**config.mk**
```make
export PLATFORM = sky130hd
export DESIGN_NAME = graph_host_port
export DESIGN_NICKNAME = d
export VERILOG_FILES = /design/src/color_pkg.sv /design/src/graph_host_port.sv
export SDC_FILE = /design/constraint.sdc
export NUM_CORES = 1
export LEC_CHECK = 0
export BUFFER_PORTS_ARGS = -buffer_cell sky130_fd_sc_hd__buf_4
export CAP_MARGIN = 20
export CORE_AREA = 2 2 72 74
export CTS_CLUSTER_SIZE = 14
export DETAILED_ROUTE_END_ITERATION = 10
export DIE_AREA = 0 0 74 76
export GPL_TIMING_DRIVEN = 0
export PLACE_DENSITY = 0.72
export RECOVER_POWER = 100
export SYNTH_ARGS = -nofsm -noshare
export SYNTH_HDL_FRONTEND = slang
export SYNTH_SLANG_ARGS = --single-unit
export TNS_END_PERCENT = 100
```
**constraint.sdc**
```tcl
create_clock -name clk -period 2.55 [get_ports clk]
set_clock_uncertainty 0.1 [all_clocks]
set_input_delay 0.51 -clock clk [delete_from_list [all_inputs] [get_ports clk]]
set_output_delay 0.51 -clock clk [all_outputs]
set_load 0.05 [all_outputs]
```
**src/color_pkg.sv**
```systemverilog
package color_pkg;

   // table and field sizes
   localparam int VID_W    = 6;   // 64 vertices
   localparam int EDGE_W   = 8;   // 256 adjacency entries
   localparam int DEG_W    = 8;
   localparam int COLOR_W  = 6;
   localparam int ARGS_W   = 20;
   localparam int WB_ADR_W = 10;  // top bit picks the adjacency region

   localparam int PALETTE_N       = 32;  // colours tracked in the used bitmap
   localparam int COLOR_EXHAUSTED = 32;  // no free colour left

   localparam logic [COLOR_W-1:0] COLOR_NONE = 6'd63;

   // task types
   localparam logic [1:0] TT_SEND_DEGREE = 2'd1;
   localparam logic [1:0] TT_RECV_DEGREE = 2'd2;
   localparam logic [1:0] TT_RECV_COLOR  = 2'd3;

   typedef struct packed {
      logic [VID_W-1:0]              sender;
      logic [DEG_W-1:0]              degree;
      logic [ARGS_W-VID_W-DEG_W-1:0] rsvd;
   } deg_args_t;

   typedef struct packed {
      logic [VID_W-1:0]                sender;
      logic [COLOR_W-1:0]              color;
      logic [ARGS_W-VID_W-COLOR_W-1:0] rsvd;
   } clr_args_t;

   // sender sits in the same bits in both views
   typedef union packed {
      deg_args_t deg;
      clr_args_t clr;
   } color_args_u;

   typedef struct packed {
      logic [1:0]       task_type;
      logic [VID_W-1:0] locale;  // target vertex
      color_args_u      args;
   } color_task_t;

   typedef struct packed {
      logic [EDGE_W-1:0]    eo_begin;
      logic [DEG_W-1:0]     degree;
      logic [DEG_W-1:0]     degrees_pending;
      logic [DEG_W-1:0]     colors_pending;
      logic [PALETTE_N-1:0] used;
      logic [COLOR_W-1:0]   color;
   } vertex_rec_t;

   typedef struct packed {
      logic              is_color;  // 0 for a degree broadcast
      logic [VID_W-1:0]  src;
      logic [EDGE_W-1:0] eo_begin;
      logic [DEG_W-1:0]  degree;
      logic [DEG_W-1:0]  value;
   } bcast_t;

   typedef struct packed {
      logic                cyc;
      logic                stb;
      logic                we;
      logic [WB_ADR_W-1:0] adr;
      logic [31:0]         dat;
   } wb_req_t;

   typedef struct packed {
      logic        ack;
      logic [31:0] dat;
   } wb_rsp_t;

   typedef struct packed {
      logic              en;
      logic [VID_W-1:0]  vid;
      logic [EDGE_W-1:0] eo_begin;
      logic [DEG_W-1:0]  degree;
   } vtx_wr_t;

   typedef struct packed {
      logic              en;
      logic [EDGE_W-1:0] addr;
      logic [VID_W-1:0]  vid;
   } adj_wr_t;

endpackage

```
**src/graph_host_port.sv**
```systemverilog
module graph_host_port (
   input  logic                  clk,
   input  logic                  rstn,
   input  color_pkg::wb_req_t    wb_req,
   output color_pkg::wb_rsp_t    wb_rsp,
   output color_pkg::vtx_wr_t    vtx_wr,
   output color_pkg::adj_wr_t    adj_wr,
   input  color_pkg::vertex_rec_t vtx_rd
);
   import color_pkg::*;

   logic        req;
   logic        first;     // request seen, not yet acked
   logic        adj_region;
   logic        wr;
   logic        ack_q;
   logic [31:0] rd_q;
   logic [31:0] rd_word;

   assign req        = wb_req.cyc & wb_req.stb;
   assign first      = req & ~ack_q;
   assign adj_region = wb_req.adr[WB_ADR_W-1];
   assign wr         = first & wb_req.we;

   // table write strobes last one cycle
   always_comb begin
      vtx_wr.en       = wr & ~adj_region;
      vtx_wr.vid      = wb_req.adr[VID_W-1:0];
      vtx_wr.eo_begin = wb_req.dat[15:8];
      vtx_wr.degree   = wb_req.dat[7:0];

      adj_wr.en   = wr & adj_region;
      adj_wr.addr = wb_req.adr[EDGE_W-1:0];
      adj_wr.vid  = wb_req.dat[VID_W-1:0];
   end

   // colour, degrees pending, colours pending
   always_comb begin
      rd_word        = '0;
      rd_word[23:16] = vtx_rd.colors_pending;
      rd_word[15:8]  = vtx_rd.degrees_pending;
      rd_word[COLOR_W-1:0] = vtx_rd.color;
   end

   always_ff @(posedge clk) begin
      if (!rstn) begin
         ack_q <= 1'b0;
      end else begin
         ack_q <= first;
      end
   end

   always_ff @(posedge clk) begin
      if (first) begin
         rd_q <= adj_region ? 32'd0 : rd_word;  // adjacency region reads as zero
      end
   end

   assign wb_rsp.ack = ack_q;
   assign wb_rsp.dat = rd_q;

endmodule

```
# Word level (Yosys, flattened, before mapping)

Cells that the tools add are included.

Memories kept: 0
Output and inout bits: 71
Latch bits: 0
Memory bits (writable): 0
Register bits after elaboration: 33
Input bits: 117
ROM bits: 0

Muxes and demuxes: 0
Div/mod/pow operators: 0
Add/sub/neg operators: 0
Bitwise logic cells: 7
Multipliers: 0
Shift-type cells: 0
Reduce and logical (&&, ||, !) cells: 0
Equality and inequality tests: 0
Order comparisons: 0

Operators by type and width:

| kind          | number |
|---|---|
| $and A1 B1 Y1 | 5 |
| $not A1 Y1    | 2 |

# Longest topological paths before layout

Word-level depth: 4
Gate-level depth with buffers: 2
Mapped depth without buffers: 2

# Least setup slack after synthesis

OpenSTA, ideal clock, no wires.

Path kind: input to output
Start: input port wb_req[43] in the netlist's numbering
End: output port vtx_wr[22] in the netlist's numbering
Required time: 1.940 ns
Cell stages on the path: 2
Buffers on the path: 0
Slack: 0.190 ns
Arrival time: 1.750 ns
Path through: and3b_1 -> and3b_1

RTL lines:

| what               | line                 | source |
|---|---|---|
| start: declaration | graph_host_port.sv:4 | `input color_pkg::wb_req_t wb_req,` |
| end: declaration   | graph_host_port.sv:6 | `output color_pkg::vtx_wr_t vtx_wr,` |

==> impl_metrics.json <==
{
  "status": "completed",
  "critical_path_arrival_ns": 1.68,
  "vias": 955,
  "cap_violations": 0,
  "gp_routability_congestion": 0.7431,
  "dp_slack_ns": 0.01821,
  "detail-route-antenna-nets": 0,
  "clockBufferDepth": 2,
  "cts.sinks": 23,
  "nets": 318,
  "ys_ff_latch": 23,
  "worst_pin_slew_ns": 0.6387,
  "fmax_mhz": 436.8,
  "post-route-drc-count": 0,
  "finalWorstSetupSlack_ns": 0.2607,
  "clk_pin_slew_ns": 0.08,
  "syn_inst": 99,
  "crit_buf_inv": 1,
  "hold_viol": 0,
  "synth_top_area_frac": 0.5421,
  "htreeDepth": 1,
  "dp_cells": 266,
  "endpoint_kind": "primary output",
  "io_buffers": 88,
  "die_w_um": 74,
  "ys_seq_area_frac": 0.5585,
  "place_hpwl_um": 2330,
  "drt-initial-drc-count": 38,
  "period_needed_ns": 2.289,
  "postCtsHoldBufs": 0,
  "dr.pass1.iters": 3,
  "io_pins": 188,
  "cts-resized-gates": 1,
  "path_class": "reg2out",
  "antenna_found_initial": 0,
  "avgViaCountPerCell": 3.537,
  "fillers": 556,
  "setup-tns-final_ns": 0,
  "crit_fanout": 25,
  "clk_latency_ns": 0.26,
  "initial_core_util": 0.2481,
  "p_total_mw": 1.001,
  "crit_chain": "and3b_2 -> and3b_1 -> clkbuf_2",
  "track_usage": 0.09081,
  "synth.distinct_cells": 10,
  "final_cells": 270,
  "grt_overflow": 0,
  "required_ns": 1.94,
  "avgSynthCellArea_um2": 12.31,
  "grt_pass1_vias": 907,
  "cp_slowest_cell": "and3b_2",
  "ys.warnings.count": 0,
  "coreArea_um2": 4912,
  "wl_per_cell_um": 10.13,
  "core.rowCount": 26,
  "slew_viol_final": 0,
  "crit_family": "simple AND/OR/NAND/NOR gates",
  "cts_tree": "built",
  "grt_pass1_wl_um": 3905,
  "synth_area_leaders": "edfxtp_1 54%, buf_4 30%, nor2b_1 11%, dfxtp_1 1.6%, and3b_1 1.4%",
  "cts_root_buffer": "clkbuf_8",
  "fin_area_um2": 1812,
  "hold_class": "in2reg",
  "cts_setup_buffers": 0,
  "dieArea_um2": 5624,
  "critPathLaunchType": "flip-flop",
  "p_per_area_nw_per_um2": 552.8,
  "netlist_area_um2": 1219,
  "period_share": 0.8978,
  "synth_area_leader_cell": "edfxtp_1",
  "fp.dieH_um": 76,
  "antenna_cells": 0,
  "irDropWorstVdd_mv": 0.1514,
  "rsz0062_at_grt": "no",
  "p_leak_nw": 0.7832,
  "area_delta_synth_final_pct": 48.67,
  "cp_slowest_stage_delay_ns": 0.58,
  "layout-drive-gt1-share": 0.3950,
  "numCtsBuffers": 3,
  "dpl_cell_area_um2": 2001,
  "maxSlewHeadroom": 0.5760,
  "wl_um": 2735,
  "grt_max_degree": 26,
  "setup_violations": 0
}
==> kinds of logic (layout without fill, tap and decap cells) <==
group                  after synthesis  count (layout)  share of synthesized area
buffers and inverters               49             141                     0.2998
AND/OR/NAND/NOR                     26              26                     0.1386
flip-flops                          23              23                     0.5585
other                                1              10                   0.003077
==> layer usage <==
layer | global-route usage | wire length [um] | vias up
met5 | 0 | 0 | -
met4 | 0.05455 | 55 | 0
met3 | 0.03042 | 447 | 4
met2 | 0.1554 | 1313 | 89
met1 | 0.09273 | 918 | 398
li1 | - | - | 464
==> report_power, final <==
part	switching (mW)	internal [mW]	total [mW]
sequential	0.00393	0.434	0.438
clock	0.104	0.111	0.215
combinational	0.249	0.0989	0.348
total	0.357	0.644	1.00
==> layout by cell type, fill, tap and decap left out <==
cell type / instances
buf_4: 71
clkbuf_1: 63
edfxtp_1: 22
nor2b_1: 21
conb_1: 10
clkbuf_8: 3
clkbuf_4: 2
clkbuf_2: 2
and3b_2: 1
and3b_1: 1
and3_1: 1
and2b_1: 1
and2_1: 1
dfxtp_1: 1
==> registers in the layout, indices dropped and copies added, names as in the netlist <==
name and count:
rd_q 22, ack_q 1
==> area by class of cell <==
class                      instances  area (um^2)  share of cell area
buffer                            49        360.3              0.1989
clock buffer                       4        45.04             0.02486
multi-input combinational         36        207.7              0.1146
sequential                        23        680.7              0.3757
tap                               70        87.58             0.04834
timing repair buffer              88        430.4              0.2376
==> worst paths after layout <==
| kind | from | endpoint | slack, ns | cells past startpoint |
|---|---|---|---|---|
| worst max-delay path | ack_q$_SDFF_PN0_ | vtx_wr[22] | 0.26 | 3 |
| worst min-delay path | rstn | ack_q$_SDFF_PN0_ | 0.36 | 2 |
| worst max register to register | ack_q$_SDFF_PN0_ | rd_q[10]$_SDFFCE_PP0P_ | 1.18 | 1 |
| worst min register to register | ack_q$_SDFF_PN0_ | rd_q[20]$_SDFFCE_PP0P_ | 0.88 | 1 |
==> through the flow <==
step	utilization	hold WS (ns)
2_1_floorplan	-	0.5317
3_3_place_gp	0.4073	0.6231
3_5_place_dp	0.4073	0.6255
4_1_cts	0.4167	0.3545
5_1_grt	0.3688	0.3530
6_report	0.3688	0.3577
==> synthesized netlist by cell type <==
cell type and instances:
buf_4 48, edfxtp_1 22, nor2b_1 21, and3b_1 2, and2_1 1, and2b_1 1
and3_1 1, buf_2 1, conb_1 1, dfxtp_1 1
No activity file was read; power rests on OpenSTA's default activity.
